--- src/source/rv_cfg.svh ---
`ifndef RV_CFG_SVH
`define RV_CFG_SVH

// data path width in bits
`define XLEN 32

// architectural integer registers, x0 included
`define REG_COUNT 32

// instruction memory depth in 32-bit words
`define IMEM_WORDS 64

// data memory depth in 32-bit words
`define DMEM_WORDS 64

`endif
--- src/source/rvPkg.sv ---
`include "rv_cfg.svh"

package rvPkg;

    // one machine word
    typedef logic [`XLEN-1:0] wordT;

    // register index, 5 bits for 32 registers
    typedef logic [$clog2(`REG_COUNT)-1:0] regIdxT;

    // alu functions used by the supported subset
    typedef enum logic [2:0] {
        aluAdd,
        aluSub,
        aluAnd,
        aluOr,
        aluPassB
    } aluOpE;

    // major opcodes, instr[6:0]
    localparam logic [6:0] opReg    = 7'b0110011;
    localparam logic [6:0] opImm    = 7'b0010011;
    localparam logic [6:0] opLoad   = 7'b0000011;
    localparam logic [6:0] opStore  = 7'b0100011;
    localparam logic [6:0] opBranch = 7'b1100011;

endpackage

--- src/source/fetchUnit.sv ---
`timescale 1ns/100ps
`include "rv_cfg.svh"

module fetchUnit (
    input  logic                           clk,
    input  logic                           rstN,
    input  logic                           imemWe,
    input  logic [$clog2(`IMEM_WORDS)-1:0] imemAddr,
    input  rvPkg::wordT                    imemData,
    input  logic                           stallFetch,
    input  logic                           stallDecode,
    input  logic                           flushDecode,
    input  logic                           pcSrcExec,
    input  rvPkg::wordT                    branchTarget,
    output rvPkg::wordT                    pcDecode,
    output rvPkg::wordT                    instrDecode,
    output logic                           validDecode
);
    import rvPkg::*;

    localparam int imemAddrW = $clog2(`IMEM_WORDS);

    // addi x0, x0, 0
    localparam wordT nopInstr = 32'h0000_0013;

    wordT imem [`IMEM_WORDS];
    wordT pc;
    wordT pcNext;
    wordT instrFetch;

    // program load port, one word per cycle
    always_ff @(posedge clk) begin
        if (imemWe) begin
            imem[imemAddr] <= imemData;
        end
    end

    // word addressed, low two pc bits ignored
    assign instrFetch = imem[pc[imemAddrW+1:2]];

    // taken branch wins over a stall
    always_comb begin
        if (pcSrcExec) begin
            pcNext = branchTarget;
        end else if (stallFetch) begin
            pcNext = pc;
        end else begin
            pcNext = pc + 32'd4;
        end
    end

    always_ff @(posedge clk or negedge rstN) begin
        if (!rstN) begin
            pc <= '0;
        end else begin
            pc <= pcNext;
        end
    end

    // decode register valid bit
    always_ff @(posedge clk or negedge rstN) begin
        if (!rstN) begin
            validDecode <= 1'b0;
        end else if (flushDecode) begin
            validDecode <= 1'b0;
        end else if (!stallDecode) begin
            validDecode <= 1'b1;
        end
    end

    // decode register payload, a flush leaves a nop behind
    always_ff @(posedge clk) begin
        if (flushDecode) begin
            instrDecode <= nopInstr;
        end else if (!stallDecode) begin
            instrDecode <= instrFetch;
            pcDecode    <= pc;
        end
    end

endmodule

--- config.mk ---
export PLATFORM = sky130hd
export DESIGN_NAME = fetchUnit
export DESIGN_NICKNAME = d
export VERILOG_FILES = /design/src/source/rvPkg.sv /design/src/source/fetchUnit.sv
export VERILOG_INCLUDE_DIRS = /design/src /design/src/source
export SDC_FILE = /design/constraint.sdc
export NUM_CORES = 2
export LEC_CHECK = 0
export CAP_MARGIN = 20
export CORE_MARGIN = 3
export CORE_UTILIZATION = 38
export CTS_BUF_LIST = sky130_fd_sc_hd__clkbuf_8
export CTS_CLUSTER_SIZE = 14
export DETAILED_ROUTE_END_ITERATION = 8
export DONT_BUFFER_PORTS = 1
export GPL_ROUTABILITY_DRIVEN = 0
export GPL_TIMING_DRIVEN = 0
export PLACE_DENSITY_LB_ADDON = 0.12
export SYNTH_ARGS = -nofsm -noshare
export SYNTH_HDL_FRONTEND = slang
export SYNTH_SLANG_ARGS = --single-unit
--- constraint.sdc ---
create_clock -name clk -period 5.25 [get_ports clk]
set_clock_uncertainty 0.2 [all_clocks]
set_input_delay 0.2625 -clock clk [delete_from_list [all_inputs] [get_ports clk]]
set_output_delay 0.2625 -clock clk [all_outputs]
set_load 0.005 [all_outputs]
==> impl_metrics.json <==
{
  "synth_common_cells": "edfxtp_1 (2,080), mux4_2 (527), nand2_1 (212), nor2_1 (83), clkbuf_1 (75)",
  "fin_area_um2": 97400,
  "min_period_ns": 4.69,
  "final_nets": 4497,
  "min_path_cells": 2,
  "grt_pass1_wl_um": 354000,
  "detailroute.via_count": 42200,
  "clockBufferDepth": 4,
  "grt_pass1_vias": 43600,
  "wl_per_cell_um": 33.9,
  "antenna_left": 0,
  "cts_setup_buffers": 0,
  "synth_edf_count": 2080,
  "drcViolationCount": 0,
  "drive_above_1_share": 0.286,
  "io_buffers": 0,
  "max_freq_mhz": 213,
  "viasPerCell": 5.61,
  "dieArea_um2": 222000,
  "slew_viol_final": 0,
  "power_density_nw_per_um2": 380,
  "synth-compound-area-share": 0.0169,
  "area_growth_pct": 18.5,
  "required_ns": 5.97,
  "synthesis.nets": 3811,
  "fin_ws_ns": 0.563,
  "fp.dieW_um": 471,
  "synth_top_family_by_area": "multiplexers",
  "htreeDepth": 5,
  "setup.worst_path.start": "pc[2]",
  "io_pins": 142,
  "overflow": 0,
  "yosys.area_share.simple": 0.0281,
  "synth_area_leaders": "edfxtp_1 (76%), mux4_2 (14%), dfrtp_1 (1.0%), nand2_1 (0.97%), mux2i_1 (0.84%)",
  "initial_core_util": 0.382,
  "synth_flop_cell": "edfxtp_1",
  "placed_area_um2": 87800,
  "fill_cells": 18300,
  "core_um2": 215000,
  "ff2ff_setup_slack_ns": 0.56,
  "synth_adder_area_share": 0.000152,
  "vdd_drop_max_mv": 0.269,
  "whs_ns": 0.0936,
  "setup_viol": 0,
  "cp_common_cell": "buf_2",
  "r2r-end": "pc[2]",
  "numCtsBuffers": 377,
  "syn_avg_cell_area_um2": 22.0,
  "drt_iter0_markers": 4509,
  "ys_warn_count": 0,
  "dr.pass1.iters": 6,
  "grt_usage": 0.229,
  "die_h_um": 471,
  "worstSetupStartpointType": "register",
  "holdPathEnd": "imem[13][28]",
  "relSlewSlack": 0.173,
  "hp-class": "in2reg",
  "multi_input_area_um2": 17600,
  "synth_top_cell_area_share": 0.760,
  "rsz0062_at_grt": "no",
  "crit_chain": "buf_4, buf_2, buf_2, buf_2, buf_2, xor2_1, o21ai_0, dlygate4sd3_1, dlygate4sd3_1",
  "cap_violations": 0,
  "synth_mux_area_frac": 0.160,
  "r2r_start": "pc[2]",
  "rows": 170,
  "root_buffer": "clkbuf_8",
  "worstMarginPinSlew_ns": 1.24,
  "seqCellArea_um2": 63900,
  "cpPeakStageDelay_ns": 0.66,
  "yosys.area.top_type": "edfxtp_1",
  "finalHoldViolCount": 0,
  "min_period_over_period": 0.893,
  "insertion_delay_ns": 1.04,
  "critPathSlowestCell": "buf_2",
  "synthesis.instances": 3733,
  "synthArstFlopShare": 0.0154,
  "reg2reg_depth": 9,
  "grt_antenna_before_repair": 25,
  "p_leak_nw": 31.0,
  "dp_hpwl_um": 161000,
  "clk_pin_slew_ns": 0.06,
  "ys_types": 62,
  "crit_family": "buffers and inverters",
  "netlist_area_um2": 82100,
  "ys_seq_elements": 2145,
  "dpl_worst_slack_ns": 0.697,
  "critPathKind": "reg2reg",
  "status": "completed",
  "cp-end-kind": "register",
  "p_total_mw": 37.0,
  "yosysSeqAreaShare": 0.778,
  "cts_sinks": 2145,
  "path_buf_inv": 7,
  "grt_max_degree": 65,
  "worstPathArrival_ns": 5.40,
  "tritoncts": "done",
  "synth_xor_area_frac": 0.00277,
  "synth.most_common_cell": "edfxtp_1",
  "hp-start": "imemData[28]",
  "totalWireLength_um": 255000,
  "worst-path-max-fanout": 10
}
## report_power, final
part	switching [mW]	internal (mW)	leakage [nW]	total (mW)
clock network	6.74	7.16	3.85	13.9
logic	2.38	1.60	7.75	3.98
registers	0.149	19.0	19.4	19.1
## cell type report
class                           instances  area share
Sequential cell                      2145       0.657
Antenna cell                            9    0.000231
Multi-Input combinational cell       1371       0.181
Clock inverter                        252      0.0118
Buffer                                210      0.0112
Timing Repair Buffer                  307      0.0467
Tap cell                             2838      0.0365
Inverter                                7    0.000270
Clock buffer                          396      0.0560
## worst max-delay path by stage
stage	slack, ns	cells past startpoint	endpoint
CTS	0.58	9	pc[2]
global route	0.49	9	pc[2]
finish	0.56	9	pc[2]
detailed placement	0.70	8	instrDecode[6]
floorplan	1.45	4	imem[48][0]
global placement	-2.21	4	imem[48][3]
## registers in the layout, summed over array words and instances, names as in the netlist
| signal | flops |
|---|---|
| imem | 2048 |
| instrDecode | 32 |
| pc | 32 |
| pcDecode | 32 |
| validDecode | 1 |
## what timing repair did
item                                   4_1_cts  5_1_grt
endpoints found under the hold margin     2454        0
hold buffers                               217        0
resized for setup                            0        0
## stage by stage
step	TNS [ns]	cells	util
after global placement	-261.25	6571	0.399
after detailed placement	0	6660	0.409
final	0	7535	0.453
after global routing	0	7528	0.453
after floorplan	0	3733	-
after CTS	0	7525	0.453
## placed cells by master (no fill, tap or decap), drive strengths merged, types with 15 or more instances in the layout
master       count
inv            131
mux2i           69
a222oi          17
o22ai           19
a21oi           23
o21ai           48
dlygate4sd3    173
nand3           72
nor4            15
dfrtp           33
a211oi          22
dfxtp           32
nand2          212
edfxtp        2080
nor3            23
clkbuf         471
nor2b           36
buf            269
o211ai          27
mux4           529
nor2            83
a221oi          17
mux2            49
xnor2           19
clkinv         119
## kinds of logic after synthesis
| group | count (synthesis) |
|---|---|
| flops | 2145 |
| mux | 647 |
| simple gates | 496 |
| buf+inv | 217 |
| compound gates | 201 |
| xor+xnor | 26 |
| fa+ha+maj | 1 |
## metal layers
metal	global-route usage	vias to the layer above	wire length, um
met2	0.378	1707	125000
met3	0.0449	392	17500
met1	0.309	23000	105000
met4	0.0705	6	7540
li1	-	17100	-
met5	0	-	34
Note: power is estimated with default switching activity, not from simulation.
