$ cat config.mk
export PLATFORM = sky130hd
export DESIGN_NAME = decodeUnit
export DESIGN_NICKNAME = d
export VERILOG_FILES = /design/src/source/rvPkg.sv /design/src/source/decodeUnit.sv
export VERILOG_INCLUDE_DIRS = /design/src /design/src/source
export SDC_FILE = /design/constraint.sdc
export NUM_CORES = 1
export LEC_CHECK = 0
export BUFFER_PORTS_ARGS = -buffer_cell sky130_fd_sc_hd__clkbuf_2
export CORE_AREA = 2 2 110 112
export CTS_CLUSTER_DIAMETER = 80
export CTS_CLUSTER_SIZE = 30
export DETAILED_ROUTE_END_ITERATION = 10
export DIE_AREA = 0 0 112 114
export HOLD_SLACK_MARGIN = 0.15
export PLACE_DENSITY = 0.64
export SLEW_MARGIN = 40
export SYNTH_ARGS = -nofsm -noshare
export SYNTH_HDL_FRONTEND = slang
export SYNTH_SLANG_ARGS = --single-unit
$ cat constraint.sdc
create_clock -name clk -period 1.9 [get_ports clk]
set_input_delay 0.38 -clock clk [delete_from_list [all_inputs] [get_ports clk]]
set_output_delay 0.38 -clock clk [all_outputs]
set_load 0.05 [all_outputs]
$ cat src/source/rv_cfg.svh
`ifndef RV_CFG_SVH
`define RV_CFG_SVH

// data path width in bits
`define XLEN 32

// architectural integer registers, x0 included
`define REG_COUNT 32

// instruction memory depth in 32-bit words
`define IMEM_WORDS 64

// data memory depth in 32-bit words
`define DMEM_WORDS 64

`endif
$ cat src/source/rvPkg.sv
`include "rv_cfg.svh"

package rvPkg;

    // one machine word
    typedef logic [`XLEN-1:0] wordT;

    // register index, 5 bits for 32 registers
    typedef logic [$clog2(`REG_COUNT)-1:0] regIdxT;

    // alu functions used by the supported subset
    typedef enum logic [2:0] {
        aluAdd,
        aluSub,
        aluAnd,
        aluOr,
        aluPassB
    } aluOpE;

    // major opcodes, instr[6:0]
    localparam logic [6:0] opReg    = 7'b0110011;
    localparam logic [6:0] opImm    = 7'b0010011;
    localparam logic [6:0] opLoad   = 7'b0000011;
    localparam logic [6:0] opStore  = 7'b0100011;
    localparam logic [6:0] opBranch = 7'b1100011;

endpackage

$ cat src/source/decodeUnit.sv
`timescale 1ns/100ps
`include "rv_cfg.svh"

module decodeUnit (
    input  logic          clk,
    input  logic          rstN,
    input  rvPkg::wordT   pcDecode,
    input  rvPkg::wordT   instrDecode,
    input  logic          validDecode,
    input  rvPkg::wordT   readData1,
    input  rvPkg::wordT   readData2,
    input  logic          stallDecode,
    input  logic          flushExec,
    output rvPkg::regIdxT sourceReg1Dec,
    output rvPkg::regIdxT sourceReg2Dec,
    output rvPkg::wordT   pcExec,
    output rvPkg::wordT   operandAExec,
    output rvPkg::wordT   operandBExec,
    output rvPkg::wordT   immExec,
    output rvPkg::aluOpE  aluOpExec,
    output logic          useImmExec,
    output rvPkg::regIdxT destRegExec,
    output logic          loadExec,
    output logic          storeExec,
    output logic          branchExec,
    output logic          validExec
);
    import rvPkg::*;

    logic [6:0] opcode;
    logic [2:0] funct3;
    logic [6:0] funct7;
    regIdxT     rd;
    regIdxT     rs1;
    regIdxT     rs2;
    wordT       immI;
    wordT       immS;
    wordT       immB;

    // raw decode of the instruction word
    logic   legal;
    logic   useRs1;
    logic   useRs2;
    logic   hasDest;
    logic   useImmDec;
    logic   loadDec;
    logic   storeDec;
    logic   branchDec;
    wordT   immDec;
    aluOpE  aluOpDec;

    // qualified by the slot valid bit
    logic   validDec;
    regIdxT destDec;

    assign opcode = instrDecode[6:0];
    assign rd     = instrDecode[11:7];
    assign funct3 = instrDecode[14:12];
    assign rs1    = instrDecode[19:15];
    assign rs2    = instrDecode[24:20];
    assign funct7 = instrDecode[31:25];

    // sign-extended immediates
    assign immI = {{(`XLEN-12){instrDecode[31]}}, instrDecode[31:20]};
    assign immS = {{(`XLEN-12){instrDecode[31]}}, instrDecode[31:25], instrDecode[11:7]};
    assign immB = {{(`XLEN-13){instrDecode[31]}}, instrDecode[31], instrDecode[7],
                   instrDecode[30:25], instrDecode[11:8], 1'b0};

    always_comb begin
        legal     = 1'b0;
        useRs1    = 1'b0;
        useRs2    = 1'b0;
        hasDest   = 1'b0;
        useImmDec = 1'b0;
        loadDec   = 1'b0;
        storeDec  = 1'b0;
        branchDec = 1'b0;
        immDec    = immI;
        aluOpDec  = aluPassB;
        case (opcode)
            opReg: begin
                useRs1  = 1'b1;
                useRs2  = 1'b1;
                hasDest = 1'b1;
                case (funct3)
                    // add or sub, funct7 bit 5 selects sub
                    3'b000: begin
                        legal    = (funct7 == 7'b0000000) || (funct7 == 7'b0100000);
                        aluOpDec = funct7[5] ? aluSub : aluAdd;
                    end
                    3'b110: begin
                        legal    = (funct7 == 7'b0000000);
                        aluOpDec = aluOr;
                    end
                    3'b111: begin
                        legal    = (funct7 == 7'b0000000);
                        aluOpDec = aluAnd;
                    end
                    default: legal = 1'b0;
                endcase
            end
            opImm: begin
                // addi only
                legal     = (funct3 == 3'b000);
                useRs1    = 1'b1;
                hasDest   = 1'b1;
                useImmDec = 1'b1;
                aluOpDec  = aluAdd;
            end
            opLoad: begin
                // lw only
                legal     = (funct3 == 3'b010);
                useRs1    = 1'b1;
                hasDest   = 1'b1;
                useImmDec = 1'b1;
                loadDec   = 1'b1;
                aluOpDec  = aluAdd;
            end
            opStore: begin
                legal     = (funct3 == 3'b010);
                useRs1    = 1'b1;
                useRs2    = 1'b1;
                useImmDec = 1'b1;
                storeDec  = 1'b1;
                immDec    = immS;
                aluOpDec  = aluAdd;
            end
            opBranch: begin
                // beq only, compare done on raw operands in execute
                legal     = (funct3 == 3'b000);
                useRs1    = 1'b1;
                useRs2    = 1'b1;
                branchDec = 1'b1;
                immDec    = immB;
            end
            default: legal = 1'b0;
        endcase
    end

    assign validDec = validDecode && legal;

    // unused sources read as x0 so they never raise a stall
    assign sourceReg1Dec = (validDec && useRs1) ? rs1 : '0;
    assign sourceReg2Dec = (validDec && useRs2) ? rs2 : '0;

    // sw, beq and dead slots carry destination 0
    assign destDec = (validDec && hasDest) ? rd : '0;

    // execute register control, a stall or flush inserts a bubble
    always_ff @(posedge clk or negedge rstN) begin
        if (!rstN) begin
            validExec   <= 1'b0;
            destRegExec <= '0;
            loadExec    <= 1'b0;
            storeExec   <= 1'b0;
            branchExec  <= 1'b0;
        end else if (stallDecode || flushExec) begin
            validExec   <= 1'b0;
            destRegExec <= '0;
            loadExec    <= 1'b0;
            storeExec   <= 1'b0;
            branchExec  <= 1'b0;
        end else begin
            validExec   <= validDec;
            destRegExec <= destDec;
            loadExec    <= validDec && loadDec;
            storeExec   <= validDec && storeDec;
            branchExec  <= validDec && branchDec;
        end
    end

    // payload only matters while validExec is set
    always_ff @(posedge clk) begin
        pcExec       <= pcDecode;
        operandAExec <= readData1;
        operandBExec <= readData2;
        immExec      <= immDec;
        aluOpExec    <= aluOpDec;
        useImmExec   <= useImmDec;
    end

endmodule

==> results of run 1 <==
-- sequential cells by signal, indices dropped and copies added (netlist names) --
name          flops
validExec         1
destRegExec       5
loadExec          1
branchExec        1
operandBExec     32
useImmExec        1
pcExec           32
aluOpExec         3
operandAExec     32
storeExec         1
immExec          13
-- how the worst max path moves through the flow --
| stage | startpoint | endpoint | slack (ns) | depth (start not counted) |
|---|---|---|---|---|
| floorplan | instrDecode[2] | sourceReg2Dec[0] | 0.02 | 4 |
| global placement | instrDecode[6] | sourceReg2Dec[0] | -0.12 | 6 |
| global route | instrDecode[29] | sourceReg1Dec[0] | -0.05 | 6 |
| detailed placement | instrDecode[6] | sourceReg2Dec[4] | -0.15 | 6 |
| finish | instrDecode[29] | sourceReg1Dec[0] | 0.02 | 6 |
| CTS | instrDecode[4] | sourceReg1Dec[1] | -0.02 | 7 |
-- synthesized netlist by cell type --
cell type	number
nand3_1	7
buf_4	19
nand4_1	5
nand4b_1	4
and2_1	1
nor3_1	2
buf_6	1
nor2b_1	2
nor3_2	1
clkbuf_1	3
inv_1	1
dfxtp_1	113
and3b_1	1
nor2_1	5
o2111ai_4	1
and4bb_2	1
a211oi_1	6
o31ai_4	1
buf_2	1
nor4bb_2	1
nor3b_1	1
nand2_1	8
a2111oi_2	3
mux2_2	6
a21oi_1	10
nand2b_1	2
a21boi_0	1
dfrtp_1	9
nor4b_2	1
a2111oi_0	1
nor4_4	1
o21bai_1	1
-- area by class of cell --
cell class / instances / share of cell area (%)
repair buffers: 402 / 41.5
flip-flops and latches: 122 / 36.5
multi-input cells: 73 / 10.5
clock buffers: 21 / 7.06
well taps: 147 / 2.70
clock inverters: 11 / 1.62
inverters: 1 / 0.0551
diodes: 1 / 0.0368
-- cells by family (layout without fill, tap and decap cells) --
family                 Yosys count  in the layout  share of synthesized area [%]
DFF                            122            122                           77.2
and+or+nand+nor                 43             43                           8.77
muxes                            6              6                           2.10
buffers and inverters           25            435                           5.40
other                            0              1                              0
AOI/OAI and AO/OA               24             24                           6.56
-- metrics by stage --
stage	setup TNS, ns	util [%]	cells	hold WS, ns
floorplan	0	-	220	0.0844
detailed placement	-1.03	42.5	641	0.247
global route	-0.352	58.1	777	0.178
global placement	-0.734	42.5	641	0.247
CTS	-0.0566	57.7	778	0.190
finish	0	58.1	778	0.190
-- critical path: stages --
cell and delay [ns]:
buf_6 0.10, nor4_4 0.29, o2111ai_4 0.20, clkbuf_16 0.22, a21oi_4 0.16, buf_12 0.15
-- repair_timing --
item | in CTS | in global routing
cloned | 1 | 1
setup buffers | 1 | 0
hold buffers | 103 | 0
endpoints found under the hold margin | 111 | 0
endpoints found under the setup margin | 10 | 28
gates resized for setup | 24 | 23
pin swaps | 9 | 5
-- power groups by stage --
stage | logic (mW) | registers (mW) | clock network [mW]
after global placement | 0.893 | 2.78 | 0
after detailed placement | 0.898 | 2.78 | 0
final | 1.11 | 2.73 | 3.12
after global routing | 1.16 | 2.74 | 3.31
after floorplan | 0.162 | 3.22 | 0
after CTS | 1.10 | 2.73 | 3.16
-- layer usage --
| layer | vias to the layer above | GRT usage, % |
|---|---|---|
| li1 | 1533 | - |
| met1 | 1513 | 16.8 |
| met2 | 160 | 37.8 |
| met3 | 33 | 7.97 |
| met4 | 0 | 10.2 |
| met5 | - | 0 |
==> metrics.txt, run 1 <==
status=finished clean; Warnings, synthesis=0; fin crit share=99.2%; clock share of power=44.8%; Synth top area share=70.2%; pre-CTS setup slack=-0.150 ns; crit path kind=input port to primary output; Congestion Overflow GR=0; Initial Util=27.5%; Core Footprint=0.0117 mm2; Reg clk slew, reported paths=0.05 ns; internal power=5.02 mW; met3 routed WL=1000 um; Hold/Removal Path Class=input port to flop; Slew Viols, Final=0; Switch Pwr=1.94 mW; syn nets=353; pwr dens=1020 mW/mm2; DRT Wirelength=12700 um; # H-tree levels=4; Syn Inst Count=220; overall routing resource usage=19.4%; max_slew headroom=76.6%; max cap viols=0; Residual DRC=0; buffers added on ports=283; sequential area share after synthesis=77.2%; clock sink count=122; DIE WIDTH=112 um; Crit Path Max Fanout=5; Max Freq=0.531 GHz; post-DP HPWL=8230 um; dpl cell area=0.00498 mm2; Sw Share=27.8%; worst hold endpoint=immExec[12]; initial antenna violation count=0; Hold Startpoint=instrDecode[31]; most frequent cells in the layout=clkbuf_2 (265), dfxtp_1 (112), dlygate4sd3_1 (103); Reg power frac=39.3%; Starting DRT DRC Count=144; IO Pins=284; CP Capture Type=primary output; Seq. cell area=0.00249 mm2; maximum vdd drop=0.000819 V; largest net degree at the start of global routing=21; global-route wire length before repair=18400 um; most common library cell in the layout ignoring fill and taps=clkbuf_2; syn_area_per_cell=14.7 um2; Cell Area, Synth=0.00322 mm2; Chip Height=114 um; leakage=3.26 nW; largest area contributor in the netlist=dfxtp_1; final number of setup-violating endpoints=0; met1 WL=4050 um; Setup crit start kind=input port; drt first pass iters=4; Top Layer Used=met4; wire length per cell=16.3 um; Die Footprint=0.0128 mm2; Synth-to-Final Area Change=111%; worst-case clock buffer depth=2; area of the multi-input gates=717 um2; root buf cell=clkbuf_16; CP Data Required Time=1.52 ns; post-route cell area=0.00681 mm2; total number of vias=3239; via/cell ratio=4.16; post-route ant nets=0; WP data arrival=1.50 ns; Total Power=6.96 mW; Final min period=1.88 ns; final setup margin=0.0154 ns; Met2 Routed Length=7250 um; synth top area cells=dfxtp_1 (70%), dfrtp_1 (7.0%), buf_4 (4.4%), mux2_2 (2.1%), a21oi_1 (1.6%); FP Rows=40; CTS tree=built; hold path depth=2; Final Hold Fails=0; number of global-route vias before repair=3502; Slew @ Worst Pin=0.341 ns; gp weighted congestion=0.707; FF+latch count, synth=122; Layout Nets=750; Distinct cells, synth=32; layout cell share with drive strength beyond 1=57.3%; # fillers=946; RSZ-0062 raised after global routing=true; Gate power share=16.0%; total CTS buffers=17
Note: power is estimated with default switching activity, not from simulation.
==> run 2: changes to the inputs <==
--- a/config.mk
+++ b/config.mk
@@ -14,6 +14,7 @@
 export DIE_AREA = 0 0 112 114
 export HOLD_SLACK_MARGIN = 0.15
 export PLACE_DENSITY = 0.64
+export RECOVER_POWER = 50
 export SLEW_MARGIN = 40
 export SYNTH_ARGS = -nofsm -noshare
 export SYNTH_HDL_FRONTEND = slang
==> run 2 against run 1 <==
Die area unchanged. Wire length about the same. Worst hold slack improved by 0.029 ns. Design area hardly changed. Global-route usage unchanged. Critical path depth did not move. Clock power about the same. Critical path type unchanged. Highest routed layer unchanged.
==> metrics.txt, run 2 (synthesis results as in run 1) <==
status=finished clean; worst-case clock buffer depth=2; Die Footprint=0.0128 mm2; crit path kind=input port to primary output; max_slew headroom=68.9%; IO Pins=284; WP data arrival=1.50 ns; max cap viols=0; Max Freq=0.531 GHz; Setup crit start kind=input port; clock sink count=122; most frequent cells in the layout=clkbuf_2 (264), dfxtp_1 (112), dlygate4sd3_1 (103); RSZ-0062 raised after global routing=true; Fin Hold WS=0.220 ns; # H-tree levels=4; CTS tree=built; wire length per cell=16.4 um; leakage=3.25 nW; CP cell instances=buf_6 > nor4_4 > o2111ai_4 > clkbuf_16 > a21oi_4 > buf_12; buffers added on ports=283; CP top delay family=buffers and inverters; CP Data Required Time=1.52 ns; overall routing resource usage=19.4%; DRT Wirelength=12700 um; Hold Startpoint=instrDecode[31]; Final Hold Fails=0; largest net degree at the start of global routing=21; Synth-to-Final Area Change=111%; Chip Height=114 um; Starting DRT DRC Count=143; number of global-route vias before repair=3502; Reg clk slew, reported paths=0.05 ns; global-route wire length before repair=18400 um; worst hold endpoint=immExec[12]; biggest cell delay along the critical path=0.29 ns; Slew @ Worst Pin=0.466 ns; Largest regs=operandAExec: 32 flops, operandBExec: 32 flops, pcExec: 32 flops; Hold/Removal Path Class=input port to flop; pwr dens=1020 mW/mm2; Slew Viols, Final=0; gp weighted congestion=0.707; post-DP HPWL=8230 um; setup_tns=0 ns; drt first pass iters=4; CP Capture Type=primary output; FP Rows=40; Final min period=1.88 ns; Layout Nets=750; Residual DRC=0; total CTS buffers=17; Core Footprint=0.0117 mm2; initial antenna violation count=0; total number of vias=3240; most common library cell in the layout ignoring fill and taps=clkbuf_2; Crit Path Max Fanout=5; via/cell ratio=4.16; fin crit share=99.2%; root buf cell=clkbuf_16; Congestion Overflow GR=0; # fillers=949; final number of setup-violating endpoints=0; Slowest cell on crit path=nor4_4; DIE WIDTH=112 um; hold path depth=2; layout cell share with drive strength beyond 1=57.0%; Initial Util=27.5%; post-route ant nets=0; worst path bufs/invs=3; maximum vdd drop=0.000819 V
-- run 2: layout make-up --
type,instances,area (um2),share of cell area [%]
Sequential cell,122,2490,36.6
Clock inverter,11,110,1.62
Clock buffer,21,480,7.06
Timing Repair Buffer,402,2820,41.4
Antenna cell,1,2.50,0.0368
Inverter,1,3.75,0.0552
Multi-Input combinational cell,73,717,10.5
Tap cell,147,184,2.70
-- run 2: how the worst max path moves through the flow --
stage	slack, ns	depth (start not counted)	from	to
floorplan	0.02	4	instrDecode[2]	sourceReg2Dec[0]
global placement	-0.12	6	instrDecode[6]	sourceReg2Dec[0]
detailed placement	-0.15	6	instrDecode[6]	sourceReg2Dec[4]
CTS	-0.02	7	instrDecode[4]	sourceReg1Dec[1]
global route	-0.05	6	instrDecode[29]	sourceReg1Dec[0]
finish	0.02	6	instrDecode[29]	sourceReg1Dec[0]
-- run 2: where the power goes --
group	switching, mW	leakage (nW)	total (mW)	internal (mW)
sequential	0.0451	1.08	2.73	2.69
clock	1.17	0.282	3.12	1.95
combinational	0.727	1.89	1.11	0.383
total	1.94	3.25	6.96	5.02
-- run 2: repair_timing --
| action | in CTS | in global routing |
|---|---|---|
| setup buffers | 1 | 0 |
| resized for setup | 24 | 23 |
| cloned | 1 | 1 |
| hold buffers | 103 | 0 |
| endpoints found under the hold margin | 111 | 0 |
| setup endpoints to repair | 10 | 28 |
| pin swaps | 9 | 5 |
-- run 2: stage by stage --
stage                     instances  util (%)  power, mW  cell area (um2)  setup slack [ns]
after floorplan                 220         -       3.38             3340            0.0178
after global placement          641      42.5       3.67             4980            -0.122
after detailed placement        641      42.5       3.68             4980            -0.150
after CTS                       778      57.7       6.98             6760           -0.0184
after global routing            777      58.1       7.21             6800           -0.0550
final                           778      58.1       6.96             6800            0.0151
-- run 2: metal layers --
metal	global-route usage, %	share of wire [%]
met5	0	0
met4	10.2	3.3
met3	7.97	7.8
met2	37.8	57
met1	16.8	32
