[src/source/rv_cfg.svh]
`ifndef RV_CFG_SVH
`define RV_CFG_SVH

// data path width in bits
`define XLEN 32

// architectural integer registers, x0 included
`define REG_COUNT 32

// instruction memory depth in 32-bit words
`define IMEM_WORDS 64

// data memory depth in 32-bit words
`define DMEM_WORDS 64

`endif
[src/source/rvPkg.sv]
`include "rv_cfg.svh"

package rvPkg;

    // one machine word
    typedef logic [`XLEN-1:0] wordT;

    // register index, 5 bits for 32 registers
    typedef logic [$clog2(`REG_COUNT)-1:0] regIdxT;

    // alu functions used by the supported subset
    typedef enum logic [2:0] {
        aluAdd,
        aluSub,
        aluAnd,
        aluOr,
        aluPassB
    } aluOpE;

    // major opcodes, instr[6:0]
    localparam logic [6:0] opReg    = 7'b0110011;
    localparam logic [6:0] opImm    = 7'b0010011;
    localparam logic [6:0] opLoad   = 7'b0000011;
    localparam logic [6:0] opStore  = 7'b0100011;
    localparam logic [6:0] opBranch = 7'b1100011;

endpackage

[src/source/hazardDetect.sv]
`timescale 1ns/100ps

module hazardDetect (
    input  rvPkg::regIdxT sourceReg1Dec,
    input  rvPkg::regIdxT sourceReg2Dec,
    input  rvPkg::regIdxT destRegExec,
    input  rvPkg::regIdxT destRegMem,
    input  logic          loadExec,
    input  logic          pcSrcExec,
    output logic          stallFetch,
    output logic          stallDecode,
    output logic          flushDecode,
    output logic          flushExec
);

    logic src1Hazard;
    logic src2Hazard;
    logic rawHazard;
    logic loadUseStall;
    logic stall;

    // no forwarding, so any pending write to a live source stalls
    // x0 is checked per source, destination 0 means no write
    assign src1Hazard = (sourceReg1Dec != '0) &&
                        ((sourceReg1Dec == destRegExec) || (sourceReg1Dec == destRegMem));
    assign src2Hazard = (sourceReg2Dec != '0) &&
                        ((sourceReg2Dec == destRegExec) || (sourceReg2Dec == destRegMem));
    assign rawHazard  = src1Hazard || src2Hazard;

    // load in execute feeding decode
    assign loadUseStall = loadExec && (destRegExec != '0) &&
                          ((destRegExec == sourceReg1Dec) || (destRegExec == sourceReg2Dec));

    // the decode slot is flushed by a taken branch anyway
    assign stall = (rawHazard || loadUseStall) && !pcSrcExec;

    assign stallFetch  = stall;
    assign stallDecode = stall;

    // taken beq kills the two younger instructions
    assign flushDecode = pcSrcExec;
    assign flushExec   = pcSrcExec || stall;

endmodule

[config.mk]
export PLATFORM = sky130hd
export DESIGN_NAME = hazardDetect
export DESIGN_NICKNAME = d
export VERILOG_FILES = /design/src/source/rvPkg.sv /design/src/source/hazardDetect.sv
export VERILOG_INCLUDE_DIRS = /design/src /design/src/source
export SDC_FILE = /design/constraint.sdc
export NUM_CORES = 1
export LEC_CHECK = 0
export BUFFER_PORTS_ARGS = -buffer_cell sky130_fd_sc_hd__buf_4
export CAP_MARGIN = 20
export CORE_AREA = 2 2 39 41
export DETAILED_ROUTE_END_ITERATION = 8
export DIE_AREA = 0 0 41 43
export PLACE_DENSITY = 0.62
export SLEW_MARGIN = 20
export SYNTH_ARGS = -nofsm -noshare
export SYNTH_HDL_FRONTEND = slang
export SYNTH_SLANG_ARGS = --single-unit
[constraint.sdc]
create_clock -name vclk -period 1.3
set_input_delay 0.065 -clock vclk [all_inputs]
set_output_delay 0.065 -clock vclk [all_outputs]
set_load 0.01 [all_outputs]
==> summary.txt, run 1 <==
Run status
  – Status: completed

Place
  – Number of input and output port buffers inserted: 25
  – Global placement routability congestion: 0.811

Worst setup path
  – Crit-path max FO: 2
  – Critical path's largest stage delay: 0.24 ns
  – Critical path launch point type: input pin
  – Req. time, crit path: 1.24 ns
  – Crit-path cells: buf_4 -> xor2_1 -> nor3_1 -> a32oi_1 -> o22a_2 -> nor2_1 -> buf_4
  – Critical Setup Path Class: input pin to output pin
  – Cell repeated most along the worst path: sky130_fd_sc_hd__buf_4
  – Buffer and inverter count on the worst path: 2
  – Critical-path top delay cell: sky130_fd_sc_hd__o22a_2
  – Kind of end point of the critical path: output pin
  – Arrival time at the worst endpoint: 1.20 ns
  – Cell family with the largest share of critical-path delay: compound AO/OA/AOI/OAI gates

Synth
  – Part of the Yosys area used for sequential elements: 0%
  – Synthesized netlist net count: 59
  – Share of Yosys cell area claimed by the top area cell type: 50.5%
  – Syn Std Cell Area: 278 um2
  – Most area-consuming cells after synthesis: sky130_fd_sc_hd__xor2_1 (50%), sky130_fd_sc_hd__xnor2_1 (13%), sky130_fd_sc_hd__nor3_1 (7.2%), sky130_fd_sc_hd__nor2_1 (6.8%), sky130_fd_sc_hd__a32oi_1 (6.3%)
  – Count of mapped cells out of synthesis: 37
  – Cell types with the highest counts after synthesis: sky130_fd_sc_hd__xor2_1 (16), sky130_fd_sc_hd__nor2_1 (5), sky130_fd_sc_hd__nor3_1 (4), sky130_fd_sc_hd__xnor2_1 (4)
  – Mean instance size in the synthesized netlist: 7.51 um2
  – Post-synth top area cell: sky130_fd_sc_hd__xor2_1
  – Netlist cell types: 9
  – Library cell with the highest instance count after synthesis: sky130_fd_sc_hd__xor2_1
  – Yosys warning total: 0

Clocking
  – Post-CTS Hold Fix Bufs: 0
  – Number of gates given a new drive strength after cts: 0
  – Post-CTS Repair Setup Buffers: 0

Min path
  – Class of the tightest hold or removal check: input pin to output pin
  – Worst hold path cell count: 2
  – End of the worst hold path: flushDecode
  – Hold path startpoint: pcSrcExec

Floorplanning
  – Core Footprint: 1380 um2
  – Number of core rows: 14
  – Die outline width: 41 um
  – Starting density of the core: 20.1%
  – Die ar.: 1760 um2
  – Die outline height: 43 um
  – Number of top-level pins: 26

Power and ir drop
  – Total power of the final layout: 0.000158 W
  – VDD IR-drop max: 0.0960 mV
  – Reported leakage power: 0.220 nW
  – Pwr/cell area: 336 nW/um2

Timing
  – Pin slew with the least headroom to its limit: 0.215 ns
  – Timing-limited maximum frequency: 788 MHz
  – Number of pins with negative max-slew slack in the final report: 0
  – Clock period minus final worst setup slack: 1.27 ns
  – TNS Setup: 0 ns
  – Remaining max-slew budget at the tightest pin: 85.6%
  – Total count of hold-check failures in the final report: 0
  – Tcrit/Tclk final: 97.6%
  – Endpoints failing setup: 0
  – Setup repair after global routing missed its margin: false

Final layout
  – Post-synthesis to final-layout area growth: 69.4%
  – Final layout net count: 84
  – Seq cells: 0
  – Total of clock buffers placed in the layout: 0
  – # diodes: 0
  – Combined flip-flop and latch cell area: 0 um2
  – Proportion of layout cells with a drive suffix above 1: 43.3%

Route
  – Vias per cell: 4.38
  – WL/cell: 10.2 um
  – Count of routing violations after the opening detailed-route iteration: 1
  – Initial DRT Pass Iterations: 2
  – Number of remaining DRC errors: 0
  – Antenna viol nets, final: 0
  – Wire length after detailed routing: 773 um
  – Routed vias: 333

Global routing
  – Number of antenna violations at the first check in global routing: 0
  – Largest net degree at the start of global routing: 4
  – Congestion Overflow GR: 0
  – Number of global-route vias before repair: 336
  – Global-route wire length before repair: 1.25 mm
  – Total Routing Usage GR: 9.39%

Flow run
  – Total of max-cap violations: 0
routing by layer:
layer / part of all wire, % / GRT usage (%) / up-vias
met2: 52 / 18.4 / 14
li1: - / - / 171
met3: 11 / 1.05 / 0
met1: 37 / 10.4 / 148
met4: 0 / 0 / 0
met5: 0 / 0 / -
through the flow:
step	setup slack (ns)	cells	area (um2)	hold WS, ns	util [%]
after CTS	0.0601	76	470	0.326	34.0
after detailed placement	0.0641	76	470	0.324	34.0
after global routing	0.00193	76	470	0.341	34.0
after global placement	0.0746	76	470	0.323	34.0
after floorplan	0.171	37	278	0.185	-
final	0.0317	76	470	0.324	34.0
cells in the final DEF, fill, tap and decap left out, drive strengths merged:
| master | Yosys | routed |
|---|---|---|
| o22a | 1 | 1 |
| a32oi | 2 | 2 |
| xnor2 | 4 | 4 |
| or4 | 2 | 2 |
| xor2 | 16 | 16 |
| buf | 2 | 25 |
| nor3 | 4 | 4 |
| nor2 | 5 | 5 |
| nand2b | 1 | 1 |
worst max path at each step:
stage | startpoint | endpoint | slack, ns | cells past startpoint
after global routing | destRegExec[3] | stallFetch | 0.002 | 7
after detailed placement | destRegExec[3] | stallDecode | 0.06 | 7
after global placement | sourceReg2Dec[1] | flushExec | 0.07 | 6
final | destRegExec[3] | stallDecode | 0.03 | 7
after CTS | sourceReg2Dec[1] | flushExec | 0.06 | 6
after floorplan | destRegExec[3] | stallFetch | 0.17 | 6
kinds of logic (layout without fill, tap and decap cells):
family                    after synthesis  count (layout)  synth area share (%)
AOI/OAI and AO/OA                       3               3                  9.91
xor gates and xnor gates               20              20                  63.1
buffers and inverters                   2              25                  5.40
and+or+nand+nor                        12              12                  21.6
area by class of cell:
cell class                 count  area (um2)
tap                           16        20.0
multi-input combinational     35         263
timing repair buffer          25         188
fill                         149         913
where the power goes:
group	internal (W)	switching (W)	total [W]	leakage (nW)
sequential	0	0	0	0
clock	0	0	0	0
combinational	0.0000910	0.0000671	0.000158	0.220
total	0.0000910	0.0000671	0.000158	0.220
(Power assumes the default switching activity.)
==> inputs of run 2 (changes only) <==
--- a/config.mk
+++ b/config.mk
@@ -12,6 +12,7 @@
 export DETAILED_ROUTE_END_ITERATION = 8
 export DIE_AREA = 0 0 41 43
 export PLACE_DENSITY = 0.62
+export REMOVE_ABC_BUFFERS = 1
 export SLEW_MARGIN = 20
 export SYNTH_ARGS = -nofsm -noshare
 export SYNTH_HDL_FRONTEND = slang
==> summary.txt, run 2 (synthesis results as in run 1) <==
Run status
  – Status: completed

Final layout
  – Filler cell count: 147 (-1.3%)
  – Proportion of layout cells with a drive suffix above 1: 46.7% (+3.3 points)
  – Non-filler instance count after layout: 76 (unchanged)
  – Combined flip-flop and latch cell area: 0 um2 (unchanged)
  – Final layout net count: 84 (unchanged)
  – Leading cell type in the layout, fill and taps excluded: sky130_fd_sc_hd__buf_4
  – # diodes: 0 (unchanged)
  – Post-synthesis to final-layout area growth: 71.6%
  – Highest-count cells in the layout ignoring fill and taps: sky130_fd_sc_hd__buf_4 (25), sky130_fd_sc_hd__xor2_1 (16), sky130_fd_sc_hd__nor2_1 (4), sky130_fd_sc_hd__nor3_1 (4), sky130_fd_sc_hd__xnor2_1 (4)
  – Final standard cell utilization of the core: 34.4% (+0.45 points)
  – Seq cells: 0 (unchanged)
  – Total of clock buffers placed in the layout: 0 (unchanged)

Timing
  – Number of pins with negative max-slew slack in the final report: 0 (unchanged)
  – Timing-limited maximum frequency: 798 MHz (+1.2%)
  – Clock period minus final worst setup slack: 1.25 ns (-0.0150 ns)
  – Endpoints failing setup: 0 (unchanged)
  – Setup repair after global routing missed its margin: true
  – Pin slew with the least headroom to its limit: 0.205 ns (-0.00981 ns)
  – Final Worst Setup Slack: 0.0467 ns (+0.0150 ns)
  – Tcrit/Tclk final: 96.4% (-1.2 points)
  – Hold WS: 0.324 ns (-0.000429 ns)
  – Remaining max-slew budget at the tightest pin: 86.2% (+0.66 points)
  – Total count of hold-check failures in the final report: 0 (unchanged)

Worst setup path
  – Kind of end point of the critical path: output pin
  – Crit-path max FO: 2 (unchanged)
  – Critical Setup Path Class: input pin to output pin
  – Critical path launch point type: input pin
  – Critical Path Start: destRegExec[3]
  – Req. time, crit path: 1.24 ns (about the same)
  – Arrival time at the worst endpoint: 1.19 ns (about the same)

Floorplanning
  – Die ar.: 1760 um2 (unchanged)
  – Die outline width: 41 um (unchanged)
  – Core Footprint: 1380 um2 (unchanged)
  – Starting density of the core: 20.1% (unchanged)
  – Number of core rows: 14 (unchanged)
  – Die outline height: 43 um (unchanged)
  – Number of top-level pins: 26 (unchanged)

Global routing
  – Number of global-route vias before repair: 345 (+2.7%)
  – Total Routing Usage GR: 9.29% (-0.10 points)
  – Congestion Overflow GR: 0 (unchanged)
  – Global-route wire length before repair: 1.24 mm (-0.48%)
  – Largest net degree at the start of global routing: 4 (unchanged)
  – Number of antenna violations at the first check in global routing: 0 (unchanged)

Route
  – Vias per cell: 4.49 (+2.4%)
  – Initial DRT Pass Iterations: 4 (+2)
  – Count of routing violations after the opening detailed-route iteration: 5 (+4)
  – WL/cell: 10.6 um (+4.5%)
  – Routed vias: 341 (+2.4%)
  – Number of remaining DRC errors: 0 (unchanged)
  – Wire length after detailed routing: 808 um (+4.5%)
  – Antenna viol nets, final: 0 (unchanged)

Place
  – Number of placed instances with taps included: 76 (unchanged)
  – Global placement routability congestion: 0.837 (+3.2%)
  – Worst Setup Slack post-DPL: 0.0522 ns (-0.0119 ns)
  – Post-DP HPWL: 693 um
  – Number of input and output port buffers inserted: 25 (unchanged)

Power and ir drop
  – Reported leakage power: 0.221 nW (+0.21%)
  – Pwr/cell area: 338 nW/um2 (+0.56%)
  – VDD IR-drop max: 0.0967 mV (+0.75%)
  – Total power of the final layout: 0.000161 W (+1.9%)

Clocking
  – Number of gates given a new drive strength after cts: 0 (unchanged)
  – Post-CTS Repair Setup Buffers: 0 (unchanged)
  – Post-CTS Hold Fix Bufs: 0 (unchanged)

Min path
  – Class of the tightest hold or removal check: input pin to output pin
  – Hold path startpoint: pcSrcExec

Flow run
  – Total of max-cap violations: 0 (unchanged)
## run 2: per-layer routing
layer / track usage (%) / vias up / share of wire [%]
li1: - / 172 / -
met1: 10.1 / 151 / 33
met3: 0 / 0 / 9.2
met4: 0 / 0 / 0
met5: 0 / - / 0
met2: 19.1 / 18 / 57
## run 2: critical path, cell delays in order
cell and delay (ns):
sky130_fd_sc_hd__buf_4 0.12, sky130_fd_sc_hd__xor2_1 0.15, sky130_fd_sc_hd__nor3_1 0.22, sky130_fd_sc_hd__a32oi_1 0.12, sky130_fd_sc_hd__o22a_2 0.24, sky130_fd_sc_hd__nor2_1 0.12
sky130_fd_sc_hd__buf_4 0.14
## run 2: power breakdown
part	leakage, nW	total, W	switching, W	internal [W]
sequential	0	0	0	0
clock	0	0	0	0
combinational	0.221	0.000161	0.0000690	0.0000921
total	0.221	0.000161	0.0000690	0.0000921
## run 2: layout make-up
class	count	area, um2	share of cell area [%]
multi-input combinational	35	269	56.4
tap	16	20.0	4.20
timing repair buffer	25	188	39.4
## run 2: path summary, 6_finish.rpt
check / to / slack (ns) / depth (start not counted)
max: stallDecode / 0.05 / 7
min: flushDecode / 0.32 / 2
## run 2: metrics by stage
step	cell area [um2]	setup TNS, ns
floorplan	263	0
global placement	470	0
detailed placement	470	0
CTS	470	0
global route	477	-0.0761
finish	477	0
==> inputs of run 3 (changes only) <==
--- a/config.mk
+++ b/config.mk
@@ -6,12 +6,12 @@
 export SDC_FILE = /design/constraint.sdc
 export NUM_CORES = 1
 export LEC_CHECK = 0
-export BUFFER_PORTS_ARGS = -buffer_cell sky130_fd_sc_hd__buf_4
 export CAP_MARGIN = 20
 export CORE_AREA = 2 2 39 41
 export DETAILED_ROUTE_END_ITERATION = 8
 export DIE_AREA = 0 0 41 43
-export PLACE_DENSITY = 0.62
+export DONT_BUFFER_PORTS = 1
+export PLACE_DENSITY = 0.45
 export REMOVE_ABC_BUFFERS = 1
 export SLEW_MARGIN = 20
 export SYNTH_ARGS = -nofsm -noshare
==> summary.txt, run 3 (synthesis results as in run 1) <==
Floorplanning
  – Core Footprint: 1380 um2 (unchanged)
  – Number of core rows: 14 (unchanged)
  – Number of top-level pins: 26 (unchanged)
  – Starting density of the core: 20.1% (unchanged)
  – Die outline height: 43 um (unchanged)
  – Die outline width: 41 um (unchanged)
  – Die ar.: 1760 um2 (unchanged)

Clocking
  – Post-CTS Repair Setup Buffers: 0 (unchanged)
  – Number of gates given a new drive strength after cts: 0 (unchanged)
  – Post-CTS Hold Fix Bufs: 0 (unchanged)

Worst setup path
  – Critical Setup Path Class: input pin to output pin
  – Critical-path top delay cell: sky130_fd_sc_hd__or4_1
  – Critical path launch point type: input pin
  – Crit-path cells: or4_1 -> nor2_1 -> o22a_2 -> nor2_1 -> buf_4
  – Kind of end point of the critical path: output pin
  – Cell repeated most along the worst path: sky130_fd_sc_hd__nor2_1
  – Req. time, crit path: 1.24 ns (about the same)
  – Arrival time at the worst endpoint: 1.03 ns (-0.16 ns)
  – Crit-path max FO: 3 (+1)
  – Critical path's largest stage delay: 0.52 ns (+0.28 ns)

Global routing
  – Total Routing Usage GR: 8.39% (-0.90 points)
  – Number of global-route vias before repair: 245 (-29%)
  – Largest net degree at the start of global routing: 4 (unchanged)
  – Congestion Overflow GR: 0 (unchanged)
  – Number of antenna violations at the first check in global routing: 0 (unchanged)
  – Global-route wire length before repair: 1.06 mm (-14%)

Final layout
  – Non-filler instance count after layout: 52 (-32%)
  – Proportion of layout cells with a drive suffix above 1: 5.56% (-41 points)
  – Final layout net count: 60 (-29%)
  – Seq cells: 0 (unchanged)
  – Leading cell type in the layout, fill and taps excluded: sky130_fd_sc_hd__xor2_1
  – Post-synthesis to final-layout area growth: 4.50%
  – # diodes: 0 (unchanged)
  – Highest-count cells in the layout ignoring fill and taps: sky130_fd_sc_hd__xor2_1 (16), sky130_fd_sc_hd__nor2_1 (5), sky130_fd_sc_hd__nor3_1 (4), sky130_fd_sc_hd__xnor2_1 (4)
  – Total of clock buffers placed in the layout: 0 (unchanged)
  – Combined flip-flop and latch cell area: 0 um2 (unchanged)

Power and ir drop
  – VDD IR-drop max: 0.0756 mV (-22%)
  – Pwr/cell area: 263 nW/um2 (-22%)
  – Reported leakage power: 0.105 nW (-53%)

Timing
  – Setup repair after global routing missed its margin: false
  – Tcrit/Tclk final: 84.1% (-12 points)
  – Hold WS: 0.130 ns (-0.194 ns)
  – TNS Setup: 0 ns (unchanged)
  – Final Worst Setup Slack: 0.207 ns (+0.161 ns)
  – Pin slew with the least headroom to its limit: 0.194 ns (-0.0108 ns)
  – Number of pins with negative max-slew slack in the final report: 0 (unchanged)
  – Remaining max-slew budget at the tightest pin: 86.9% (+0.73 points)
  – Timing-limited maximum frequency: 915 MHz (+15%)
  – Endpoints failing setup: 0 (unchanged)
  – Total count of hold-check failures in the final report: 0 (unchanged)
  – Clock period minus final worst setup slack: 1.09 ns (-0.161 ns)

Route
  – Count of routing violations after the opening detailed-route iteration: 2 (-3)
  – Vias per cell: 4.56 (+1.6%)
  – WL/cell: 13.2 um (+24%)
  – Number of remaining DRC errors: 0 (unchanged)
  – Routed vias: 237 (-30%)
  – Antenna viol nets, final: 0 (unchanged)
  – Wire length after detailed routing: 687 um (-15%)
  – Initial DRT Pass Iterations: 2 (-2)

Place
  – Worst Setup Slack post-DPL: 0.194 ns (+0.142 ns)
  – Number of placed instances with taps included: 52 (-32%)
  – Global placement routability congestion: 0.688 (-18%)
  – Number of input and output port buffers inserted: 0 (-100%)

Flow run
  – Total of max-cap violations: 0 (unchanged)

Run status
  – Status: completed

Min path
  – Class of the tightest hold or removal check: input pin to output pin
[run 3: routing by layer]
metal  vias to the layer above  GRT usage [%]  routed length, um
li1                        123              -                  -
met1                       102           11.4                256
met2                        12           13.4                325
met3                         0           2.62                105
met4                         0              0                  0
met5                         -              0                  0
[run 3: final cells by class]
class                           instances  area (um2)
Fill cell                             165        1090
Multi-Input combinational cell         35         263
Tap cell                               16        20.0
Timing Repair Buffer                    1        7.51
[run 3: worst paths after layout]
| path | start | to | cells after the start | slack (ns) |
|---|---|---|---|---|
| max | sourceReg2Dec[1] | stallDecode | 5 | 0.21 |
| min | pcSrcExec | flushDecode | 0 | 0.13 |
[run 3: per-stage QoR]
step                cell area [um2]  power [W]  util [%]
floorplan                       263  0.0000650         -
global placement                290  0.0000784      21.0
CTS                             290  0.0000774      21.0
finish                          290  0.0000765      21.0
detailed placement              290  0.0000765      21.0
global route                    290  0.0000872      21.0
[run 3: worst max-delay path, delay by kind of cell]
family,cells,cell delay (ns)
buffers and inverters,1,0.14
AOI/OAI and AO/OA,1,0.16
and+or+nand+nor,3,0.66
[run 3: power breakdown]
| group | leakage [nW] | total, W | switching (W) | internal, W |
|---|---|---|---|---|
| clock | 0 | 0 | 0 | 0 |
| sequential | 0 | 0 | 0 | 0 |
| combinational | 0.105 | 0.0000765 | 0.0000327 | 0.0000438 |
| total | 0.105 | 0.0000765 | 0.0000327 | 0.0000438 |
